**config.mk**
```make
export PLATFORM = sky130hd
export DESIGN_NAME = feature_padding_flat
export DESIGN_NICKNAME = d
export VERILOG_FILES = /design/src/source/conv_pkg.sv /design/src/source/conv_ifs.sv /design/src/source/feature_padding.sv /design/src/flat_wrapper.sv
export SDC_FILE = /design/constraint.sdc
export NUM_CORES = 1
export LEC_CHECK = 0
export BUFFER_PORTS_ARGS = -buffer_cell sky130_fd_sc_hd__buf_2
export CAP_MARGIN = 20
export CORE_MARGIN = 2
export CORE_UTILIZATION = 40
export CTS_BUF_LIST = sky130_fd_sc_hd__clkbuf_4
export DETAILED_ROUTE_END_ITERATION = 12
export PLACE_DENSITY_LB_ADDON = 0.15
export SYNTH_ARGS = -nofsm -noshare
export SYNTH_HDL_FRONTEND = slang
export SYNTH_SLANG_ARGS = --single-unit
```
**constraint.sdc**
```tcl
create_clock -name sclk -period 6.35 [get_ports sclk]
set_clock_uncertainty 0.1 [all_clocks]
set_input_delay 1.27 -clock sclk [delete_from_list [all_inputs] [get_ports sclk]]
set_output_delay 1.27 -clock sclk [all_outputs]
set_load 0.05 [all_outputs]
```
**src/source/conv_pkg.sv**
```systemverilog
package conv_pkg;

// ==========================================================
// sizes
// ==========================================================
localparam int NUM_CH    = 4;
localparam int PIX_W     = 8;
localparam int WORD_W    = NUM_CH * PIX_W;
localparam int KSIZE     = 3;
localparam int TAPS      = KSIZE * KSIZE;
localparam int MAX_DIM   = 64;
localparam int DIM_W     = 7;
localparam int COL_AW    = $clog2(MAX_DIM);
localparam int CH_W      = $clog2(NUM_CH);

// arithmetic
localparam int PROD_W    = 2 * PIX_W;
localparam int ACC_W     = 32;
localparam int OUT_W     = 24;
localparam int OUT_SHIFT = 4;

// weight address map, kernels at oc*4+ic, then biases
localparam int WADDR_W   = 5;
localparam int KERNELS   = NUM_CH * NUM_CH;
localparam int KIDX_W    = $clog2(KERNELS);
localparam int BIAS_BASE = 16;

typedef logic signed [PIX_W-1:0]        pixel_t;
typedef pixel_t [NUM_CH-1:0]            word_t;
typedef pixel_t [TAPS-1:0]              kernel_t;
typedef logic signed [PROD_W-1:0]       prod_t;
typedef logic signed [ACC_W-1:0]        acc_t;
typedef logic signed [OUT_W-1:0]        out_t;

localparam acc_t SAT_MAX = acc_t'(2 ** (OUT_W - 1) - 1);
localparam acc_t SAT_MIN = acc_t'(-(2 ** (OUT_W - 1)));

endpackage

```
**src/source/conv_ifs.sv**
```systemverilog
// three-row column of one padded position
interface line_if import conv_pkg::*; ();

        word_t                  top;
        word_t                  mid;
        word_t                  bot;
        logic [DIM_W-1:0]       col;
        logic [DIM_W-1:0]       row;
        logic                   vld;

        modport source (
                output top, mid, bot, col, row, vld
        );

        modport sink (
                input  top, mid, bot, col, row, vld
        );

endinterface


```
**src/source/feature_padding.sv**
```systemverilog
module feature_padding import conv_pkg::*; (
        input  logic                    sclk,
        input  logic                    arst_n,
        input  logic                    start,
        input  logic [DIM_W-1:0]        rows,
        input  logic [DIM_W-1:0]        cols,
        output logic                    buffer_rd_en,
        input  word_t                   buffer_rd_data,
        line_if.source                  line
);

logic                   busy;
logic [DIM_W-1:0]       row_cnt;
logic [DIM_W-1:0]       col_cnt;
logic                   row_end;
logic                   frame_end;
logic                   interior;

logic                   pad_vld;
logic                   pad_border;
logic [DIM_W-1:0]       pad_row;
logic [DIM_W-1:0]       pad_col;

// padded frame is (rows+2) x (cols+2)
assign row_end   = col_cnt == cols + DIM_W'(1);
assign frame_end = row_end && (row_cnt == rows + DIM_W'(1));
assign interior  = (row_cnt != '0) && (row_cnt <= rows) &&
                   (col_cnt != '0) && (col_cnt <= cols);

assign buffer_rd_en = busy && interior;

// ==========================================================
// padded position walk
// ==========================================================
always_ff @(posedge sclk or negedge arst_n) begin
        if (!arst_n) begin
                busy    <= 1'b0;
                row_cnt <= '0;
                col_cnt <= '0;
        end else if (!busy) begin
                // start only counts while idle
                if (start) begin
                        busy    <= 1'b1;
                        row_cnt <= '0;
                        col_cnt <= '0;
                end
        end else begin
                if (frame_end) begin
                        busy <= 1'b0;
                end
                if (row_end) begin
                        col_cnt <= '0;
                        row_cnt <= row_cnt + DIM_W'(1);
                end else begin
                        col_cnt <= col_cnt + DIM_W'(1);
                end
        end
end

// ==========================================================
// tags follow the one-cycle buffer read latency
// ==========================================================
always_ff @(posedge sclk or negedge arst_n) begin
        if (!arst_n) begin
                pad_vld <= 1'b0;
        end else begin
                pad_vld <= busy;
        end
end

always_ff @(posedge sclk) begin
        pad_border <= !interior;
        pad_row    <= row_cnt;
        pad_col    <= col_cnt;
end

// zero word on the border
assign line.bot = pad_border ? word_t'({WORD_W{1'b0}}) : buffer_rd_data;
assign line.row = pad_row;
assign line.col = pad_col;
assign line.vld = pad_vld;

// upper rows come from line_buffer
assign line.top = '0;
assign line.mid = '0;

endmodule

```
**src/flat_wrapper.sv**
```systemverilog
// flat-port wrapper written by rule: the top's interface ports become plain ports
module feature_padding_flat import conv_pkg::*;
  (sclk, arst_n, start, rows, cols, buffer_rd_en, buffer_rd_data, line_top, line_mid, line_bot, line_col, line_row, line_vld);
  line_if line_i ();
  input  logic sclk;
  input  logic arst_n;
  input  logic start;
  input  logic [DIM_W-1:0] rows;
  input  logic [DIM_W-1:0] cols;
  output logic buffer_rd_en;
  input  word_t buffer_rd_data;
  output wire logic [$bits(line_i.top)-1:0] line_top;
  output wire logic [$bits(line_i.mid)-1:0] line_mid;
  output wire logic [$bits(line_i.bot)-1:0] line_bot;
  output wire logic [$bits(line_i.col)-1:0] line_col;
  output wire logic [$bits(line_i.row)-1:0] line_row;
  output wire logic [$bits(line_i.vld)-1:0] line_vld;
  assign line_top = line_i.top;
  assign line_mid = line_i.mid;
  assign line_bot = line_i.bot;
  assign line_col = line_i.col;
  assign line_row = line_i.row;
  assign line_vld = line_i.vld;
  feature_padding u_core (.sclk(sclk), .arst_n(arst_n), .start(start), .rows(rows), .cols(cols), .buffer_rd_en(buffer_rd_en), .buffer_rd_data(buffer_rd_data), .line(line_i));
endmodule
```
==> results of run 1 <==
==> cell usage after synthesis, drive strengths merged, types with 2 or more instances <==
cell | number | area share (%)
dfxtp | 15 | 12
inv | 20 | 2.9
o21ai | 8 | 1.5
nor3 | 4 | 1.2
o31ai | 2 | 0.58
nor2b | 34 | 8.2
nand4 | 4 | 0.96
and3 | 4 | 0.96
a21o | 5 | 1.4
xor2 | 6 | 2.0
mux2i | 2 | 0.77
clkbuf | 10 | 1.4
nand3 | 15 | 3.1
nor4 | 4 | 0.96
o22ai | 4 | 0.96
a21oi | 8 | 1.5
nor2 | 9 | 1.3
xnor2 | 13 | 4.4
a211o | 3 | 1.0
or3 | 3 | 0.72
buf | 64 | 18
nand2 | 15 | 2.2
dfrtp | 16 | 15
a31oi | 5 | 1.2
ha | 20 | 9.6
nand2b | 3 | 0.72
==> layout make-up <==
type | count | area, sq um
tap | 77 | 96.3
multi-input combinational | 250 | 1540
clock inverter | 3 | 38.8
sequential | 31 | 701
fill | 649 | 3340
timing repair buffer | 96 | 480
clock buffer | 5 | 37.5
inverter | 20 | 75.1
==> through the flow <==
stage,setup WS (ps),cell area (sq um)
after global routing,1940,2970
final,2130,2970
after CTS,2150,2970
after global placement,2170,2900
after detailed placement,2160,2900
after floorplan,2370,2840
==> layout by cell type, fill, tap and decap left out, drive strengths merged, types with 3 or more instances in the layout <==
master and instances:
ha 20, xnor2 13, clkbuf 5, nand3 15, or3 3, a211o 3
dfxtp 15, a31oi 5, a21oi 8, o22ai 4, conb 64, nand2b 3
nor3 4, and3 4, nand2 15, buf 96, inv 20, a21o 5
dfrtp 16, nor4 4, o21ai 8, nor2b 34, nor2 9, xor2 6
nand4 4
==> report_power, final <==
group	internal [mW]	switching (mW)	total (mW)
logic	0.204	0.558	0.762
clock network	0.0809	0.0722	0.153
registers	0.266	0.107	0.373
total	0.550	0.737	1.29
==> per-layer routing <==
layer | share of wire, % | vias up | routed length [um]
met5 | 0 | - | 0
met4 | 0.90 | 0 | 53
met3 | 9.0 | 5 | 528
met2 | 49 | 95 | 2860
met1 | 42 | 969 | 2450
li1 | - | 1108 | -
==> path summary, 6_finish.rpt <==
kind | depth (start not counted) | slack [ps] | end
max reg2reg | 6 | 3780 | u_core.row_cnt[6]
min | 0 | 370 | u_core.line.row[0]
max | 10 | 2130 | buffer_rd_en
min in group asynchronous | 1 | 730 | u_core.col_cnt[1]
min reg2reg | 0 | 370 | u_core.line.row[0]
max in group asynchronous | 1 | 5140 | u_core.busy
==> state kept, by name, summed over array words and instances (netlist names) <==
register and cells:
u_core.busy 1, u_core.row_cnt 7, u_core.line.vld 1, u_core.line.row 7
u_core.pad_border 1, u_core.line.col 7, u_core.col_cnt 7
==> cell families after synthesis <==
group,after synthesis,share of synthesized area (%)
AND/OR/NAND/NOR,103,22.7
XOR/XNOR,19,6.40
multiplexers,2,0.770
AO/OA/AOI/OAI,42,10.6
flip-flops,31,26.9
other,1,0.144
adder cells (fa/ha/maj),20,9.62
buffers and inverters,94,22.8
==> out/results.tsv, run 1 <==
stage	metric	value	unit
outcome	status	finished clean	
setup_path	startpoint_type	input pin	
cts	cts.reportedPaths.clkPinSlew	90	ps
timing	period_minus_slack	4220	ps
grt	met3_usage	3.93	%
route	drt-pass1-iter-count	4	
cts	cts_buffers	5	
grt	use_met1	20.2	%
setup_path	rr_startpoint	u_core.col_cnt[6]	
timing	hold_viol	0	
finish	nets	473	
flow_run	max_cap_violations	0	
die	core	6310	sq um
yosys	yosys_register_bits	31	
timing	rsz0062_at_grt	false	
timing	setup_viol	0	
setup_path	critical_path_class	input pin to output pin	
placed_design	gp_congestion	0.789	
cts	clk_path_buf_depth	2	
timing	whs	375	ps
placed_design	port-buffer-count	96	
grt	grt_usage	15.9	%
cts	cts_setup_buffers	0	
setup_path	arrival	2850	ps
setup_path	max_stage_delay	310	ps
finish	layout.cells.non_filler	482	
yosys	synth.avg_cell_area	8.34	sq um
placed_design	dp.cells	474	
grt	grt_pass1_wl	9260	um
yosys	synth_edf_count	0	
timing	tns	0	ps
finish	final_util	47.1	%
die	dieHeight	84.6	um
timing	slew_violations	0	
setup_path	crit_chain	buf_2 -> inv_1 -> ha_1 -> a21oi_1 -> nor2b_1 -> o21ai_0 -> o21ai_0 -> o22ai_1 -> and4_1 -> buf_2	
power	power_density	433	nW/um^2
yosys	ys_seq_area_share	26.9	%
die	die_w	84.6	um
cts	cts_tree	built	
timing	finalCritPeriodShare	66.4	%
power	p_leak	1.59	nW
timing	tightest_slew	940	ps
power	ir_drop	216	uV
setup_path	cp-end-kind	output pin	
route	routedWlPerCell	12.2	um
finish	diodes	0	
grt	met2_usage	27.3	%
setup_path	cp_num_buf_inv	3	
die	dieArea	7160	sq um
route	drc	0	
timing	max_freq	237	MHz
grt	top_usage_layer	met2	
setup_path	cp-startpoint	rows[4]	
grt	grt_start_max_net_pins	33	
cts	worstSkewPairLatency	340	ps
cts	cts_root_buf	clkbuf_4	
yosys	synth_cells	312	
grt	overflow	0	
worst_hold_path	hp-start	u_core.row_cnt[0]	
cts	cts_resized	0	
setup_path	cp.required	4980	ps
worst_hold_path	worstHoldPathType	register to register	
route	final_antenna_net_count	0	
yosys	synth.distinct_cells	44	
grt	antenna_found_initial	0	
timing	relSlewSlack	37.3	%
die	io_pins	161	
yosys	synth.cell_area	2600	sq um
setup_path	cp_slowest_cell	ha_1	
yosys	ys_warn_count	0	
setup_path	crit_family	compound AO/OA/AOI/OAI gates	
cts	cts_hold_buf	0	
route	drt-total-wl	5900	um
die	start_util	41.2	%
setup_path	crit_fanout	4	
grt	first_global_vias	1882	
yosys	ys.flop_type	dfrtp_1	
cts	htreeDepth	2	
die	fp-row-count	29	
power	finalPower	1.29	mW
route	route.vias.total	2177	
finish	area_growth	14.3	%
finish	drive_gt1_share	26.4	%
placed_design	place_hpwl	4590	um
route	drt_iter0_drc	71	
route	vias_per_cell	4.52	
cts	cts_sinks	31	
yosys	async_flop_share	51.6	%
Note: power is estimated with default switching activity, not from simulation.
==> run 2, diff against run 1 <==
- clock period: 6.35 -> 3.4 ns (I/O delays scaled with it)
==> run 2 against run 1 <==
Wire length about the same. Clock-buffer cell count stayed put. Register-to-register slack lost 2800 ps. Non-clock buffer count up 4. Final cell count is 0.83% higher. Critical path depth fell by 3. Critical endpoint unchanged. Final area increased by 1.0%. Worst hold slack got worse by 220 ps. Core utilization up 0.48 points. Largest cell class unchanged. Critical path type is now register to output pin. Total power rose by 88%.
==> out/results.tsv, run 2 (synthesis results as in run 1) <==
stage	metric	value	unit	change
outcome	status	finished clean		unchanged
die	io_pins	161		unchanged
power	power_density	805	nW/um^2	was 433 nW/um^2
placed_design	gp_congestion	0.792		was 0.789
die	start_util	41.2	%	unchanged
route	drt_iter0_drc	89		was 71
placed_design	port-buffer-count	96		unchanged
cts	cts_tree	built		unchanged
finish	area_growth	15.4	%	was 14.3%
finish	fill_cells	637		was 649
placed_design	dp_slack	397	ps	was 2160 ps
route	route.vias.total	2263		was 2177
grt	met2_usage	27.7	%	was 27.3%
die	die_w	84.6	um	unchanged
route	drt-pass1-iter-count	4		unchanged
route	vias_per_cell	4.66		was 4.52
setup_path	reg2reg_to	u_core.row_cnt[6]		unchanged
power	seq_power_share	27.3	%	was 28.9%
timing	period_minus_slack	3160	ps	
route	routedWlPerCell	12.1	um	was 12.2 um
route	drt-total-wl	5900	um	about the same
timing	slew_violations	0		unchanged
timing	relSlewSlack	37.5	%	was 37.3%
worst_hold_path	worstHoldPathType	input pin to asynchronous set/reset pin		was register to register
finish	mostFrequentLayoutCell	buf_2		unchanged
setup_path	rr_worst_depth	6		unchanged
timing	whs	157	ps	was 375 ps
power	p_comb_share	61.1	%	was 59.2%
setup_path	rr_startpoint	u_core.col_cnt[6]		unchanged
cts	cts_resized	0		unchanged
timing	tns	0	ps	unchanged
cts	cts_sinks	31		unchanged
power	p_leak	1.61	nW	was 1.59 nW
die	fp-row-count	29		unchanged
cts	clk_path_buf_depth	2		unchanged
grt	overflow	0		unchanged
power	internal_power	1.05	mW	was 0.550 mW
cts	worstSkewPairLatency	340	ps	about the same
flow_run	max_cap_violations	0		unchanged
grt	grt_pass1_wl	9120	um	was 9260 um
finish	final_cell_mix	96 x buf_2, 64 x conb_1, 34 x nor2b_1, 20 x inv_1, 20 x ha_1		unchanged
setup_path	startpoint_type	register		was input pin
route	final_antenna_net_count	0		unchanged
power	ir_drop	433	uV	was 216 uV
setup_path	critical_path_class	register to output pin		was input pin to output pin
grt	antenna_found_initial	0		unchanged
die	dieHeight	84.6	um	unchanged
finish	drive_gt1_share	27.1	%	was 26.4%
timing	rsz0062_at_grt	false		unchanged
cts	htreeDepth	2		unchanged
setup_path	cp-end-kind	output pin		unchanged
timing	setup_slack	237	ps	was 2130 ps
cts	cts_setup_buffers	0		unchanged
route	drc	0		unchanged
grt	grt_usage	15.8	%	was 15.9%
setup_path	r2r_slack	940	ps	was 3780 ps
timing	max_freq	316	MHz	
grt	use_met1	19.7	%	was 20.2%
grt	top_usage_layer	met2		unchanged
finish	final_util	47.6	%	was 47.1%
die	dieArea	7160	sq um	unchanged
cts	cts.reportedPaths.clkPinSlew	100	ps	was 90 ps
timing	hold_viol	0		unchanged
finish	nets	477		was 473
power	p_switching	1.37	mW	was 0.737 mW
placed_design	place_hpwl	4770	um	was 4590 um
grt	met3_usage	3.54	%	was 3.93%
setup_path	cp.required	2620	ps	was 4980 ps
setup_path	crit_fanout	6		was 4
cts	cts_hold_buf	0		unchanged
finish	diodes	0		unchanged
timing	setup_viol	0		unchanged
die	core	6310	sq um	unchanged
power	clkPwrFrac	11.6	%	was 11.9%
timing	finalCritPeriodShare	93.0	%	
cts	cts_buffers	5		unchanged
cts	cts_root_buf	clkbuf_4		unchanged
timing	tightest_slew	936	ps	was 940 ps
grt	grt_start_max_net_pins	33		unchanged
power	swShare	56.7	%	was 57.3%
grt	first_global_vias	1861		was 1882
setup_path	arrival	2380	ps	was 2850 ps
[run 2: cell count changes in the layout (fill, tap and decap cells not counted)]
cell and change:
buf_4 +4
[run 2: per-layer routing]
layer,wire length [um],part of all wire [%]
met2,2980,50
met3,497,8.4
met5,0,0
met4,49,0.83
met1,2380,40
[run 2: stage by stage]
stage / area [sq um] / std cells / total power, mW
2_1_floorplan: 2840 / 375 / 1.87
3_3_place_gp: 2930 / 478 / 2.15
3_5_place_dp: 2930 / 478 / 2.15
4_1_cts: 3000 / 486 / 2.44
5_1_grt: 3000 / 486 / 2.59
6_report: 3000 / 486 / 2.42
[run 2: worst max path at each step]
stage                           start           end  cells after the start
global placement              rows[4]  buffer_rd_en                     10
floorplan                     cols[1]  buffer_rd_en                      8
global route        u_core.col_cnt[1]  buffer_rd_en                      7
finish              u_core.col_cnt[0]  buffer_rd_en                      7
detailed placement            cols[1]  buffer_rd_en                     10
CTS                 u_core.col_cnt[0]  buffer_rd_en                      7
[run 2: layout make-up]
cell class | instances | area (sq um) | area share (%)
flip-flops and latches | 31 | 701 | 23.3
multi-input cells | 250 | 1540 | 51.4
clock inverters | 3 | 38.8 | 1.29
clock buffers | 5 | 37.5 | 1.25
repair buffers | 100 | 510 | 17.0
well taps | 77 | 96.3 | 3.21
inverters | 20 | 75.1 | 2.50
[run 2: power groups by stage]
| stage | Sequential [mW] | Clock, mW | Combinational, mW |
|---|---|---|---|
| after floorplan | 0.833 | 0 | 1.03 |
| after global placement | 0.669 | 0 | 1.48 |
| after detailed placement | 0.670 | 0 | 1.48 |
| after CTS | 0.663 | 0.289 | 1.49 |
| after global routing | 0.692 | 0.311 | 1.58 |
| final | 0.660 | 0.281 | 1.48 |
[run 2: critical path, stage by stage (launching register included)]
cell,delay [ps]
dfrtp_1,450
inv_1,120
ha_1,140
or4b_2,570
nor3_1,220
a31oi_1,100
and4_1,230
buf_2,210
==> run 3, diff against run 2 <==
--- a/config.mk
+++ b/config.mk
@@ -8,4 +8,5 @@
 export BUFFER_PORTS_ARGS = -buffer_cell sky130_fd_sc_hd__buf_2
 export CAP_MARGIN = 20
+export CORE_ASPECT_RATIO = 1.25
 export CORE_MARGIN = 2
 export CORE_UTILIZATION = 40
@@ -13,4 +14,5 @@
 export DETAILED_ROUTE_END_ITERATION = 12
 export PLACE_DENSITY_LB_ADDON = 0.15
+export SLEW_MARGIN = 40
 export SYNTH_ARGS = -nofsm -noshare
 export SYNTH_HDL_FRONTEND = slang
--- a/constraint.sdc
+++ b/constraint.sdc
@@ -3,3 +3,3 @@
 set_input_delay 0.68 -clock sclk [delete_from_list [all_inputs] [get_ports sclk]]
 set_output_delay 0.68 -clock sclk [all_outputs]
-set_load 0.05 [all_outputs]
+set_load 0.005 [all_outputs]
==> run 3 against run 2 <==
Setup slack better by 96 ps. Core utilization rose by 0.29 points. Final cell count is 0.82% higher. Register-to-register slack barely moved. Flip-flop and latch count unchanged. Worst hold slack lost 10 ps. Sequential power up 5.3%. Critical path type unchanged. Global-route usage up 0.23 points. Maximum frequency up 3.1%. Via count fell by 2.9%.
==> out/results.tsv, run 3 (synthesis results as in run 1) <==
stage	metric	value	unit	change
route	drt-pass1-iter-count	4		unchanged
cts	htreeDepth	2		unchanged
finish	nets	473		was 477
placed_design	port-buffer-count	96		unchanged
die	core	6250	sq um	was 6310 sq um
setup_path	startpoint_type	register		unchanged
worst_hold_path	worstHoldPathType	input pin to asynchronous set/reset pin		unchanged
route	final_antenna_net_count	0		unchanged
route	drt-total-wl	5990	um	was 5900 um
cts	worstSkewPairLatency	340	ps	about the same
route	route.vias.total	2198		was 2263
route	routedWlPerCell	12.2	um	was 12.1 um
timing	setup_viol	0		unchanged
cts	cts_hold_buf	0		unchanged
grt	grt_pass1_wl	9120	um	unchanged
finish	diodes	0		unchanged
setup_path	arrival	2290	ps	was 2380 ps
die	die_w	76.1	um	was 84.6 um
cts	cts_sinks	31		unchanged
grt	grt_start_max_net_pins	33		unchanged
timing	hold_viol	0		unchanged
timing	max_freq	326	MHz	was 316 MHz
cts	clk_path_buf_depth	2		unchanged
route	drc	0		unchanged
timing	tightest_slew	615	ps	was 936 ps
finish	final_cell_mix	96 x buf_2, 64 x conb_1, 34 x nor2b_1, 20 x inv_1, 20 x ha_1		unchanged
finish	mostFrequentLayoutCell	buf_2		unchanged
placed_design	place_hpwl	4880	um	was 4770 um
grt	overflow	0		unchanged
placed_design	gp_congestion	0.804		was 0.792
timing	slew_violations	0		unchanged
cts	cts_root_buf	clkbuf_4		unchanged
setup_path	cp-end-kind	output pin		unchanged
grt	grt_usage	16.1	%	was 15.8%
flow_run	max_cap_violations	0		unchanged
die	start_util	41.6	%	was 41.2%
finish	area_growth	14.9	%	was 15.4%
finish	final_area	2990	sq um	was 3000 sq um
die	dieArea	7170	sq um	was 7160 sq um
cts	cts_buffers	5		unchanged
die	io_pins	161		unchanged
setup_path	critical_path_class	register to output pin		unchanged
finish	drive_gt1_share	26.9	%	was 27.1%
setup_path	cp_slowest_cell	or4b_2		unchanged
die	fp-row-count	32		was 29
power	power_density	575	nW/um^2	was 805 nW/um^2
power	ir_drop	226	uV	was 433 uV
cts	cts.reportedPaths.clkPinSlew	110	ps	was 100 ps
timing	tns	0	ps	unchanged
setup_path	crit_chain	inv_1 -> ha_1 -> or4b_2 -> nor3_1 -> a31oi_1 -> and4_1 -> buf_2		unchanged
timing	rsz0062_at_grt	false		unchanged
die	dieHeight	94.2	um	was 84.6 um
setup_path	cp.required	2620	ps	about the same
cts	cts_resized	0		unchanged
timing	period_minus_slack	3070	ps	was 3160 ps
grt	antenna_found_initial	0		unchanged
finish	layout.cells.non_filler	490		was 486
timing	finalCritPeriodShare	90.2	%	was 93.0%
setup_path	max_stage_delay	580	ps	was 570 ps
power	p_leak	1.59	nW	was 1.61 nW
cts	cts_setup_buffers	0		unchanged
power	finalPower	1.72	mW	was 2.42 mW
route	vias_per_cell	4.49		was 4.66
route	drt_iter0_drc	87		was 89
grt	first_global_vias	1877		was 1861
cts	cts_tree	built		unchanged
placed_design	place_area	2910	sq um	was 2930 sq um
timing	relSlewSlack	58.7	%	was 37.5%
placed_design	dp.cells	482		was 478
setup_path	crit_fanout	6		unchanged
outcome	status	finished clean		unchanged
==> run 3: report_power, final <==
| part | internal, mW | switching, mW |
|---|---|---|
| clock network | 0.155 | 0.138 |
| registers | 0.497 | 0.198 |
| logic | 0.372 | 0.360 |
| total | 1.02 | 0.696 |
==> run 3: path summary, 6_finish.rpt <==
kind                                    from                 end  slack [ps]  depth (start not counted)
max                        u_core.col_cnt[0]        buffer_rd_en         330                          7
min                                   arst_n   u_core.row_cnt[5]         150                          1
max reg2reg                u_core.col_cnt[6]   u_core.row_cnt[6]         950                          6
min reg2reg                u_core.row_cnt[0]  u_core.line.row[0]         380                          0
max in group asynchronous             arst_n   u_core.row_cnt[4]        2750                          1
min in group sclk          u_core.row_cnt[0]  u_core.line.row[0]         380                          0
==> run 3: through the flow <==
step | hold slack [ps] | setup WS [ps] | utilization (%)
2_1_floorplan | 269 | 745 | -
3_3_place_gp | 367 | 459 | 46.5
3_5_place_dp | 366 | 447 | 46.6
4_1_cts | 140 | 294 | 47.9
5_1_grt | 155 | 163 | 47.9
6_report | 147 | 333 | 47.9
==> run 3: area by class of cell <==
| class | count | area (sq um) |
|---|---|---|
| fill | 650 | 3260 |
| multi-input combinational | 250 | 1540 |
| sequential | 31 | 702 |
| timing repair buffer | 96 | 480 |
| tap | 85 | 106 |
| inverter | 20 | 75.1 |
| clock inverter | 3 | 43.8 |
| clock buffer | 5 | 37.5 |
==> run 3: layer usage <==
layer | vias to the layer above | wire (um) | GRT usage, % | part of all wire, %
met2 | 85 | 3240 | 29.7 | 54
met4 | 0 | 61 | 4.85 | 1.0
met1 | 996 | 2330 | 18.2 | 39
li1 | 1110 | - | - | -
met3 | 7 | 355 | 4.13 | 5.9
met5 | - | 0 | 0 | 0
==> run 3: critical path, delay by kind of cell (launching register included) <==
family | cells | cell delay (ps)
AO/OA/AOI/OAI | 1 | 100
adder cells (fa/ha/maj) | 1 | 150
buffers and inverters | 2 | 240
flip-flops | 1 | 450
AND/OR/NAND/NOR | 3 | 1010
